## src/common/mem_consts.svh

```systemverilog
// Memory constants for the two-bank interleaved word memory

`ifndef MEM_CONSTS_SVH
`define MEM_CONSTS_SVH

// Data path
`define MEM_DW 32
`define MEM_AW 16                       // Byte address
`define MEM_BE_W (`MEM_DW/8)

// Bank geometry and timing
`define MEM_BANK_WORDS 1024             // Words per bank
`define MEM_BANK_DELAY 3                // Accept to r_valid, at least 1

// Response ordering
`define MEM_ORDER_DEPTH 4               // Power of two

`endif
```

## src/common/mem_ctl_pkg.sv

```systemverilog
// Control package: bank state machine encoding and bank selection

package mem_ctl_pkg;

   typedef enum logic [1:0] {
      BANK_IDLE = 2'd0,                   // Ready for a command
      BANK_BUSY = 2'd1,                   // Counting out the latency
      BANK_DONE = 2'd2                    // Response held until r_ready
   } bank_state_e;

   // Address bit 2 picks the bank
   typedef enum logic {
      BANK_EVEN = 1'b0,
      BANK_ODD  = 1'b1
   } bank_sel_t;

endpackage

```

## src/common/mem_cmd_pkg.sv

```systemverilog
// Command package: opcode and command layout carried to the banks

`include "mem_consts.svh"

package mem_cmd_pkg;

   typedef enum logic {
      OP_READ  = 1'b0,
      OP_WRITE = 1'b1
   } mem_op_e;

   typedef struct packed {
      mem_op_e               op;
      logic [`MEM_AW-1:0]    addr;        // Byte address, bits 1:0 ignored
      logic [`MEM_DW-1:0]    wdata;
      logic [`MEM_BE_W-1:0]  be;          // Byte enables for writes
   } mem_cmd_t;

endpackage

```

## src/common/bank_if.sv

```systemverilog
// Bank interface: command and response handshakes of one SRAM bank

`include "mem_consts.svh"

interface bank_if import mem_cmd_pkg::*; ();

   logic                c_valid;
   logic                c_ready;
   mem_cmd_t            c_cmd;

   logic                r_valid;
   logic                r_ready;
   logic [`MEM_DW-1:0]  r_rdata;

   // Router also watches response transfers to track the bank's occupancy
   modport router (
      output c_valid,
      output c_cmd,
      input  c_ready,
      input  r_valid,
      input  r_ready
   );

   modport bank (
      input  c_valid,
      input  c_cmd,
      output c_ready,
      output r_valid,
      output r_rdata,
      input  r_ready
   );

   modport merge (
      output r_ready,
      input  r_valid,
      input  r_rdata
   );

endinterface

```

## src/logic/cmd_router.sv

```systemverilog
// Command router: steers each command to its bank and records command order

`include "mem_consts.svh"

module cmd_router import mem_cmd_pkg::*, mem_ctl_pkg::*; (
   input  logic       clk,
   input  logic       rst,
   input  logic       cmd_valid,
   output logic       cmd_ready,
   input  mem_cmd_t   cmd,
   bank_if.router     even,
   bank_if.router     odd,
   output logic       order_push,
   output bank_sel_t  order_bank,
   input  logic       order_full
);

   bank_sel_t   sel;
   logic [1:0]  in_flight;                    // One bit per bank
   logic        even_open;
   logic        odd_open;

   assign sel = bank_sel_t'(cmd.addr[2]);

   // A bank is open when it holds no command and the order queue has room
   assign even_open = !in_flight[BANK_EVEN] && !order_full;
   assign odd_open  = !in_flight[BANK_ODD] && !order_full;

   assign even.c_valid = cmd_valid && (sel == BANK_EVEN) && even_open;
   assign odd.c_valid  = cmd_valid && (sel == BANK_ODD) && odd_open;
   assign even.c_cmd   = cmd;
   assign odd.c_cmd    = cmd;

   always_comb begin
      if (sel == BANK_ODD) begin
         cmd_ready = odd.c_ready && odd_open;
      end else begin
         cmd_ready = even.c_ready && even_open;
      end
   end

   assign order_push = cmd_valid && cmd_ready;
   assign order_bank = sel;

   // Set on accept, cleared when the bank's response leaves
   always_ff @(posedge clk) begin
      if (rst) begin
         in_flight <= '0;
      end else begin
         if (even.r_valid && even.r_ready) begin
            in_flight[BANK_EVEN] <= 1'b0;
         end
         if (odd.r_valid && odd.r_ready) begin
            in_flight[BANK_ODD] <= 1'b0;
         end
         if (order_push) begin
            in_flight[order_bank] <= 1'b1;
         end
      end
   end

endmodule

```

## src/flat_wrapper.sv

```systemverilog
// flat-port wrapper written by rule: the top's interface ports become plain ports
module cmd_router_flat import mem_cmd_pkg::*, mem_ctl_pkg::*;
  (clk, rst, cmd_valid, cmd_ready, cmd, order_push, order_bank, order_full, even_c_valid, even_c_cmd, even_c_ready, even_r_valid, even_r_ready, odd_c_valid, odd_c_cmd, odd_c_ready, odd_r_valid, odd_r_ready);
  bank_if even_i ();
  bank_if odd_i ();
  input  logic clk;
  input  logic rst;
  input  logic cmd_valid;
  output logic cmd_ready;
  input  mem_cmd_t cmd;
  output logic order_push;
  output bank_sel_t order_bank;
  input  logic order_full;
  output wire logic [$bits(even_i.c_valid)-1:0] even_c_valid;
  output wire logic [$bits(even_i.c_cmd)-1:0] even_c_cmd;
  input wire logic [$bits(even_i.c_ready)-1:0] even_c_ready;
  input wire logic [$bits(even_i.r_valid)-1:0] even_r_valid;
  input wire logic [$bits(even_i.r_ready)-1:0] even_r_ready;
  output wire logic [$bits(odd_i.c_valid)-1:0] odd_c_valid;
  output wire logic [$bits(odd_i.c_cmd)-1:0] odd_c_cmd;
  input wire logic [$bits(odd_i.c_ready)-1:0] odd_c_ready;
  input wire logic [$bits(odd_i.r_valid)-1:0] odd_r_valid;
  input wire logic [$bits(odd_i.r_ready)-1:0] odd_r_ready;
  assign even_c_valid = even_i.c_valid;
  assign even_c_cmd = even_i.c_cmd;
  assign even_i.c_ready = even_c_ready;
  assign even_i.r_valid = even_r_valid;
  assign even_i.r_ready = even_r_ready;
  assign odd_c_valid = odd_i.c_valid;
  assign odd_c_cmd = odd_i.c_cmd;
  assign odd_i.c_ready = odd_c_ready;
  assign odd_i.r_valid = odd_r_valid;
  assign odd_i.r_ready = odd_r_ready;
  cmd_router u_core (.clk(clk), .rst(rst), .cmd_valid(cmd_valid), .cmd_ready(cmd_ready), .cmd(cmd), .even(even_i), .odd(odd_i), .order_push(order_push), .order_bank(order_bank), .order_full(order_full));
endmodule
```

## config.mk

```make
export PLATFORM = sky130hd
export DESIGN_NAME = cmd_router_flat
export DESIGN_NICKNAME = d
export VERILOG_FILES = /design/src/common/mem_ctl_pkg.sv /design/src/common/mem_cmd_pkg.sv /design/src/common/bank_if.sv /design/src/logic/cmd_router.sv /design/src/flat_wrapper.sv
export VERILOG_INCLUDE_DIRS = /design/src /design/src/common
export SDC_FILE = /design/constraint.sdc
export NUM_CORES = 1
export LEC_CHECK = 0
export BUFFER_PORTS_ARGS = -buffer_cell sky130_fd_sc_hd__buf_2
export CAP_MARGIN = 25
export CORE_MARGIN = 5
export CORE_UTILIZATION = 26
export DETAILED_ROUTE_END_ITERATION = 6
export PLACE_DENSITY = 0.88
export SYNTH_ARGS = -nofsm -noshare
export SYNTH_HDL_FRONTEND = slang
export SYNTH_SLANG_ARGS = --single-unit
```

## constraint.sdc

```tcl
create_clock -name clk -period 1.2 [get_ports clk]
set_clock_uncertainty 0.2 [all_clocks]
set_input_delay 0.06 -clock clk [delete_from_list [all_inputs] [get_ports clk]]
set_output_delay 0.06 -clock clk [all_outputs]
set_load 0.02 [all_outputs]
```

==> out/metrics.csv <==
metric,value,unit
status,finished with violations,
failing checks,setup timing,
initial antenna violation count,0,
CTS tree,built,
Synth Instances,122,
layout cells sized above 1,37.37,%
io pins,174,
unrepaired setup endpoints after global routing,true,
Finished Layout Cells,145,
biggest regs,u_core.in_flight x2,
Worst EP required,0.94,ns
DRC,0,
Synth-to-Final Area Change,7.457,%
GR Util All Layers,8.060,%
site row count,21,
CP Capture Type,output port,
First DRT Iteration DRCs,5,
clock-pin slew on the worst setup and hold paths,0.03,ns
P_leak,0.4212,nW
Starting Density,27.51,%
first-pass GRT wire length,3180,um
Post-synth top flop,dfxtp_1,
routed wire length,2241,um
Post-Syn Nets,185,
upper clock frequency limit,682.2,MHz
via/cell ratio,4.014,
Setup crit start kind,flop,
"Seq/Total Area, Yosys",4.261,%
dpl hpwl,1101,um
clk root buf,clkbuf_4,
Reg-to-Reg End,u_core.in_flight[0],
routed length per instance,15.46,um
I/O Buffers,17,
DRT antenna net count,0,
final setup margin,-0.2659,ns
count of state elements after synthesis,2,
Die Height,70.12,um
Reg with most FFs,u_core.in_flight,
worst-margin pin slew,0.4504,ns
Worst R2R Path Depth,6,
Setup TNS,-0.7929,ns
vias in the first global route,699,
Hold Crit Class,input pin to flop,
via count,582,
Pre-antenna DRT Iters,2,
reg2reg setup slack,-0.05,ns
Post-Syn Area per Cell,7.702,um^2
final period utilization,122.2,%
crit path time final,1.466,ns
Die ar.,4916,um^2
Worst-Skew Late Latency,0.22,ns
# diodes,0,
cell with the most instances after synthesis,buf_4,
Mapped Area,939.7,um^2
fillers,364,
max reg flops,2,
cell taking the most area after synthesis,buf_4,
synth unique cells,12,
CTS Buffer Depth,2,
largest net degree at the start of global routing,9,
clock tree sinks,2,
crit-path max FO,2,
Worst Hold Path Cells,3,
Synth Warn #,0,
Synth top cells by count,"buf_4 (107), a21oi_1 (2), a31oi_1 (2), dfxtp_1 (2), o21a_1 (2)",
worst hold start,even_c_ready,
final setup violation count,5,
CTS H-Tree Depth,1,
final hold violation count,0,
MaxCap Viol Count,0,
ys async rst share,0,%
die width,70.12,um
worst r2r src,u_core.in_flight[0],
share of the synthesized area in the top cell type,85.49,%
total placed cells including tap cells,81,
Core Region,3416,um^2
final count of pins violating max slew,0,
grt total ovfl,0,
"EDFF count, synth",0,
Rel. slew slack,69.87,%
Pwr Total,753.0,uW
critical path class,flop to output port,
worst hold endpoint,u_core.in_flight[0],
fin nets,164,
Num CTS Buffers,3,
WP data arrival,1.21,ns
top area cells in the synthesized netlist,"buf_4 (85%), dfxtp_1 (4.3%), o21a_1 (1.6%)",
VDD IR max,0.0002692,V
RD Place Congestion,0.7697,
Pwr per Cell Area,745.7,nW/um^2
-- cells by family after synthesis --
kind of cell           synth area share, %
AO/OA/AOI/OAI                        3.994
flip-flops                           4.261
buffers and inverters                85.49
AND/OR/NAND/NOR                      6.259
-- what timing repair did --
| item | 4_1_cts | 5_1_grt |
|---|---|---|
| endpoints found under the setup margin | 4 | 5 |
| hold endpoints to repair | 106 | 0 |
| pin swaps | 2 | 1 |
| resized for setup | 13 | 2 |
| setup buffers | 3 | 1 |
| hold buffers | 57 | 0 |
-- placed cells by master, fill, tap and decap left out --
cell type	instances
dlygate4sd3_1	57
buf_2	13
buf_6	6
buf_4	5
clkbuf_4	3
a21oi_4	2
o21a_1	2
dfxtp_2	2
nand2b_1	1
nor3b_2	1
nand3b_1	1
or3b_4	1
nor3_2	1
and4bb_2	1
a31oi_4	1
and4b_2	1
a31oi_1	1
-- power breakdown --
group          internal (mW)  switching (mW)
Sequential            0.0699         0.00126
Combinational          0.183           0.352
Clock                  0.110          0.0370
-- how the worst max path moves through the flow --
stage                   startpoint  slack (ns)  cells past startpoint    endpoint
3_5_place_dp   u_core.in_flight[0]       -0.06                      3   cmd_ready
4_1_cts        u_core.in_flight[0]       -0.28                      3   cmd_ready
2_1_floorplan  u_core.in_flight[0]        0.03                      2   cmd_ready
5_1_grt        u_core.in_flight[0]       -0.31                      3   cmd_ready
3_3_place_gp   u_core.in_flight[0]       -0.05                      3  order_push
6_report       u_core.in_flight[0]       -0.27                      3   cmd_ready
-- critical path, cell delays in order, from the launching register on --
cell and delay [ns]:
dfxtp_2 0.31, or3b_4 0.40, a21oi_4 0.14, buf_6 0.13
-- area by class of cell --
class / instances / area, um^2 / share of cell area, %
Timing Repair Buffer: 81 / 740.7 / 73.36
Clock buffer: 3 / 22.52 / 2.230
Sequential cell: 2 / 42.54 / 4.213
Tap cell: 46 / 57.56 / 5.700
Multi-Input combinational cell: 13 / 146.4 / 14.50
-- metal layers --
| metal | GRT usage, % | part of all wire [%] | vias up |
|---|---|---|---|
| li1 | - | - | 230 |
| met1 | 6.202 | 26 | 259 |
| met2 | 15.01 | 56 | 87 |
| met3 | 5.595 | 17 | 6 |
| met4 | 3.830 | 1.2 | 0 |
| met5 | 0 | 0 | - |
-- per-stage QoR --
stage	area, um^2	hold WS (ns)	worst slack, ns	util, %
floorplan	964.7	-0.05299	0.03205	-
detailed placement	326.6	-0.07980	-0.05884	9.560
CTS	994.7	0.05934	-0.2813	29.12
finish	1010	0.06824	-0.2659	29.56
global placement	326.6	-0.07980	-0.04948	9.560
global route	1010	0.09627	-0.3051	29.56
Power figures use the tool's default switching activity.
