## src/common/mem_consts.svh

```systemverilog
// Memory constants for the two-bank interleaved word memory

`ifndef MEM_CONSTS_SVH
`define MEM_CONSTS_SVH

// Data path
`define MEM_DW 32
`define MEM_AW 16                       // Byte address
`define MEM_BE_W (`MEM_DW/8)

// Bank geometry and timing
`define MEM_BANK_WORDS 1024             // Words per bank
`define MEM_BANK_DELAY 3                // Accept to r_valid, at least 1

// Response ordering
`define MEM_ORDER_DEPTH 4               // Power of two

`endif
```

## src/common/mem_ctl_pkg.sv

```systemverilog
// Control package: bank state machine encoding and bank selection

package mem_ctl_pkg;

   typedef enum logic [1:0] {
      BANK_IDLE = 2'd0,                   // Ready for a command
      BANK_BUSY = 2'd1,                   // Counting out the latency
      BANK_DONE = 2'd2                    // Response held until r_ready
   } bank_state_e;

   // Address bit 2 picks the bank
   typedef enum logic {
      BANK_EVEN = 1'b0,
      BANK_ODD  = 1'b1
   } bank_sel_t;

endpackage

```

## src/common/mem_cmd_pkg.sv

```systemverilog
// Command package: opcode and command layout carried to the banks

`include "mem_consts.svh"

package mem_cmd_pkg;

   typedef enum logic {
      OP_READ  = 1'b0,
      OP_WRITE = 1'b1
   } mem_op_e;

   typedef struct packed {
      mem_op_e               op;
      logic [`MEM_AW-1:0]    addr;        // Byte address, bits 1:0 ignored
      logic [`MEM_DW-1:0]    wdata;
      logic [`MEM_BE_W-1:0]  be;          // Byte enables for writes
   } mem_cmd_t;

endpackage

```

## src/common/bank_if.sv

```systemverilog
// Bank interface: command and response handshakes of one SRAM bank

`include "mem_consts.svh"

interface bank_if import mem_cmd_pkg::*; ();

   logic                c_valid;
   logic                c_ready;
   mem_cmd_t            c_cmd;

   logic                r_valid;
   logic                r_ready;
   logic [`MEM_DW-1:0]  r_rdata;

   // Router also watches response transfers to track the bank's occupancy
   modport router (
      output c_valid,
      output c_cmd,
      input  c_ready,
      input  r_valid,
      input  r_ready
   );

   modport bank (
      input  c_valid,
      input  c_cmd,
      output c_ready,
      output r_valid,
      output r_rdata,
      input  r_ready
   );

   modport merge (
      output r_ready,
      input  r_valid,
      input  r_rdata
   );

endinterface

```

## src/logic/resp_merge.sv

```systemverilog
// Response merger: returns bank responses in command order

`include "mem_consts.svh"

module resp_merge import mem_ctl_pkg::*; (
   input  logic               clk,
   input  logic               rst,
   bank_if.merge              even,
   bank_if.merge              odd,
   input  logic               order_push,
   input  bank_sel_t          order_bank,
   output logic               order_full,
   output logic               rsp_valid,
   input  logic               rsp_ready,
   output logic [`MEM_DW-1:0] rsp_rdata
);

   localparam int PTR_W = $clog2(`MEM_ORDER_DEPTH);

   bank_sel_t         order_q [`MEM_ORDER_DEPTH];
   logic [PTR_W-1:0]  wr_ptr;
   logic [PTR_W-1:0]  rd_ptr;
   logic [PTR_W:0]    count;
   logic              q_empty;
   logic              pop;
   bank_sel_t         head;

   assign q_empty    = (count == '0);
   assign order_full = (count == (PTR_W+1)'(`MEM_ORDER_DEPTH));
   assign head       = order_q[rd_ptr];

   assign rsp_valid = !q_empty && ((head == BANK_ODD) ? odd.r_valid : even.r_valid);
   assign rsp_rdata = (head == BANK_ODD) ? odd.r_rdata : even.r_rdata;

   // Only the head bank sees the top-level ready
   assign even.r_ready = !q_empty && (head == BANK_EVEN) && rsp_ready;
   assign odd.r_ready  = !q_empty && (head == BANK_ODD) && rsp_ready;

   assign pop = rsp_valid && rsp_ready;

   always_ff @(posedge clk) begin
      if (order_push) begin
         order_q[wr_ptr] <= order_bank;
      end
   end

   always_ff @(posedge clk) begin
      if (rst) begin
         wr_ptr <= '0;
         rd_ptr <= '0;
         count  <= '0;
      end else begin
         if (order_push) begin
            wr_ptr <= wr_ptr + 1'b1;            // Wraps at the depth
         end
         if (pop) begin
            rd_ptr <= rd_ptr + 1'b1;
         end
         case ({order_push, pop})
            2'b10:   count <= count + 1'b1;
            2'b01:   count <= count - 1'b1;
            default: count <= count;
         endcase
      end
   end

endmodule

```

## src/flat_wrapper.sv

```systemverilog
// flat-port wrapper written by rule: the top's interface ports become plain ports
module resp_merge_flat import mem_ctl_pkg::*;
  (clk, rst, order_push, order_bank, order_full, rsp_valid, rsp_ready, rsp_rdata, even_r_ready, even_r_valid, even_r_rdata, odd_r_ready, odd_r_valid, odd_r_rdata);
  bank_if even_i ();
  bank_if odd_i ();
  input  logic clk;
  input  logic rst;
  input  logic order_push;
  input  bank_sel_t order_bank;
  output logic order_full;
  output logic rsp_valid;
  input  logic rsp_ready;
  output logic [`MEM_DW-1:0] rsp_rdata;
  output wire logic [$bits(even_i.r_ready)-1:0] even_r_ready;
  input wire logic [$bits(even_i.r_valid)-1:0] even_r_valid;
  input wire logic [$bits(even_i.r_rdata)-1:0] even_r_rdata;
  output wire logic [$bits(odd_i.r_ready)-1:0] odd_r_ready;
  input wire logic [$bits(odd_i.r_valid)-1:0] odd_r_valid;
  input wire logic [$bits(odd_i.r_rdata)-1:0] odd_r_rdata;
  assign even_r_ready = even_i.r_ready;
  assign even_i.r_valid = even_r_valid;
  assign even_i.r_rdata = even_r_rdata;
  assign odd_r_ready = odd_i.r_ready;
  assign odd_i.r_valid = odd_r_valid;
  assign odd_i.r_rdata = odd_r_rdata;
  resp_merge u_core (.clk(clk), .rst(rst), .even(even_i), .odd(odd_i), .order_push(order_push), .order_bank(order_bank), .order_full(order_full), .rsp_valid(rsp_valid), .rsp_ready(rsp_ready), .rsp_rdata(rsp_rdata));
endmodule
```

## config.mk

```make
export PLATFORM = sky130hd
export DESIGN_NAME = resp_merge_flat
export DESIGN_NICKNAME = d
export VERILOG_FILES = /design/src/common/mem_ctl_pkg.sv /design/src/common/mem_cmd_pkg.sv /design/src/common/bank_if.sv /design/src/logic/resp_merge.sv /design/src/flat_wrapper.sv
export VERILOG_INCLUDE_DIRS = /design/src /design/src/common
export SDC_FILE = /design/constraint.sdc
export NUM_CORES = 1
export LEC_CHECK = 0
export BUFFER_PORTS_ARGS = -buffer_cell sky130_fd_sc_hd__buf_2
export CAP_MARGIN = 40
export CORE_MARGIN = 2
export CORE_UTILIZATION = 35
export DETAILED_ROUTE_END_ITERATION = 10
export PLACE_DENSITY = 0.9
export SYNTH_ARGS = -nofsm -noshare
export SYNTH_HDL_FRONTEND = slang
export SYNTH_SLANG_ARGS = --single-unit
```

## constraint.sdc

```tcl
create_clock -name clk -period 3.4 [get_ports clk]
set_clock_uncertainty 0.1 [all_clocks]
set_input_delay 0.17 -clock clk [delete_from_list [all_inputs] [get_ports clk]]
set_output_delay 0.17 -clock clk [all_outputs]
set_load 0.01 [all_outputs]
```

==> impl_metrics.ini <==
[route]
firstDrtPassIters = 4
vias = 1063
remaining_drc_errors = 0
drt_iter0_drc = 26
wl_per_cell_um = 12.26
routed_via_density = 4.562
drt-total-wl_um = 2857
ant_nets = 0

[floorplan]
io_pins = 107
die-area_um2 = 3399
die_x_um = 58.31
start_util_pct = 37.11
die_h_um = 58.31
rows = 19
design.core.area_um2 = 2781

[placement]
place_hpwl_um = 2506
io_buffers = 106
dp.cells = 229
gp_congestion = 0.7669
place_ws_ns = 0.7041

[worst_setup_path]
reg2reg_depth = 9
crit_path_end_kind = flip-flop
crit_required_ns = 3.50
reg2reg_setup_slack_ns = 0.73
cp.arrival_ns = 2.77
rr_endpoint = u_core.count[2]$_SDFFE_PP0P_
endpoint = u_core.count[2]$_SDFFE_PP0P_
worstSetupPathType = flip-flop to flip-flop
cp-start-kind = flip-flop
rr_startpoint = u_core.order_q[3]$_DFFE_PP_
worstPathMaxFanout = 3
setup.worst_path.start = u_core.order_q[3]$_DFFE_PP_

[finish]
multiInputGateArea_um2 = 679.4
instances_no_fill = 233
num_antenna_cells = 0
fill_cells = 236
layout-drive-gt1-share_pct = 72.77
nets = 280
area_growth_pct = 55.52
seqCellArea_um2 = 300.3

[grt]
antenna_found_initial = 0
grt_pass1_wl_um = 4043
grt_util_all_layers_pct = 15.30
grt-ovfl-total = 0
grt_max_degree = 35
first_global_vias = 960

[sta]
fmax_ghz = 0.3741
worst_slew_pin_slew_ns = 0.3949
rsz0062_at_grt = false
fin_ws_ns = 0.7272
tns_ns = 0
setup_viol = 0
finalHoldViolations = 0
fin_crit_ns = 2.673
period_share_pct = 78.61
slew_headroom_pct = 73.67
drv_slew = 0

[logic_synthesis]
synth.net_count = 173
yosys_warnings = 0
synth_cell_type_count = 26
async_flop_share_pct = 0
synth-seq-cells = 13
synth_top_area_share_pct = 37.09
synth_area_leaders = mux2_2 37%, dfxtp_1 17%, edfxtp_1 12%
synth_seq_area_share_pct = 29.09
synth_top_flop_cell = dfxtp_1
syn_area_um2 = 1032
synth_area_per_cell_um2 = 10.75
syn_inst = 96
synth_edf_count = 4
yosysMostFrequentCell = mux2_2
yosys.area.top_type = mux2_2
synthTopCellsByCount = 34 x mux2_2, 9 x dfxtp_1, 9 x nor2_1, 6 x inv_1, 5 x ha_1

[cts]
cts_buffers = 3
clk_pin_slew_ns = 0.08
cts-htree-levels = 1
clock_sinks = 13
cts_hold_buf = 0
worstSkewPairLatency_ns = 0.27
cts_setup_buffers = 0
ctsResizeCount = 0
cts-root-buf = clkbuf_4
cts_tree = built
clockBufferDepth = 2

[flow_run]
cap_viol_max_count = 0

[outcome]
status = finished clean

[power_and_ir_drop]
netSwitchingPower_w = 0.0001864
ir_drop_uv = 345.1
p_per_area_nw_per_um2 = 348.9
seqPwrFrac_pct = 33.2
switching_share_pct = 33.28
p_int_w = 0.0003736
power_frac_clock_pct = 16.3
p_comb_share_pct = 50.4
p_leak_nw = 0.8295

[worst_hold_path]
hp-class = primary input to flip-flop
## power groups by stage
stage | logic (W) | registers, W | clock network [W]
6_report | 0.000282 | 0.000186 | 0.0000916
5_1_grt | 0.000308 | 0.000188 | 0.000102
4_1_cts | 0.000287 | 0.000186 | 0.0000935
3_5_place_dp | 0.000284 | 0.000189 | 0
3_3_place_gp | 0.000280 | 0.000189 | 0
2_1_floorplan | 0.000182 | 0.000187 | 0
## how the worst min path moves through the flow
stage	start	end	slack, ns	cells after the start
final	order_bank	u_core.order_q[2]$_DFFE_PP_	0.03	1
after global routing	order_bank	u_core.order_q[2]$_DFFE_PP_	0.01	1
after CTS	order_bank	u_core.order_q[2]$_DFFE_PP_	0.02	1
after detailed placement	order_bank	u_core.order_q[2]$_DFFE_PP_	0.30	1
after global placement	order_bank	u_core.order_q[2]$_DFFE_PP_	0.29	1
after floorplan	order_bank	u_core.order_q[0]$_DFFE_PP_	0.17	0
## cell type report
| class | count | share of cell area, % |
|---|---|---|
| timing repair buffer | 107 | 33.52 |
| inverter | 6 | 1.403 |
| clock buffer | 4 | 1.637 |
| multi-input combinational | 72 | 42.32 |
| sequential | 13 | 18.71 |
| tap | 31 | 2.416 |
## cell families (layout without fill, tap and decap cells)
logic type	count (synthesis)	in the layout	share of synthesized area (%)
xor gates and xnor gates	3	3	2.546
muxes	38	38	42.67
adders and majority gates	6	6	8.000
buffers and inverters	11	117	5.090
DFF	13	13	29.09
and+or+nand+nor	22	22	11.15
AOI/OAI and AO/OA	3	3	1.454
## routing by layer
layer | track usage [%] | part of all wire [%] | up-vias
li1 | - | - | 546
met1 | 18.01 | 40 | 486
met2 | 29.37 | 55 | 29
met3 | 1.978 | 4.1 | 2
met5 | 0 | 0 | -
met4 | 2.990 | 0.21 | 0
## worst max-delay path: stages (launching register included)
cell and delay, ns:
edfxtp_1 0.37, mux4_2 0.51, mux2i_2 0.19, nor2_2 0.17, ha_1 0.22, inv_1 0.06, fa_1 0.37, xor2_1 0.16
or3_1 0.30, a21oi_1 0.16
## cells in the final DEF, fill, tap and decap left out, types with 2 or more instances in the layout
| master | instances |
|---|---|
| mux2_2 | 34 |
| nor2_1 | 9 |
| edfxtp_1 | 4 |
| a21oi_1 | 2 |
| ha_1 | 5 |
| and2_1 | 4 |
| xor2_1 | 2 |
| dfxtp_1 | 9 |
| inv_1 | 6 |
| clkbuf_4 | 3 |
| nor2b_1 | 3 |
| buf_2 | 106 |
## metrics by stage
stage	hold slack [ns]	area, um^2	utilization, %	total power [W]
2_1_floorplan	0.1689	1032	-	0.0003688
3_3_place_gp	0.2943	1579	56.77	0.0004687
3_5_place_dp	0.2999	1579	56.77	0.0004738
4_1_cts	0.01830	1605	57.71	0.0005661
5_1_grt	0.01208	1605	57.71	0.0005978
6_report	0.02667	1605	57.71	0.0005600
No activity file was read; power rests on OpenSTA's default activity.
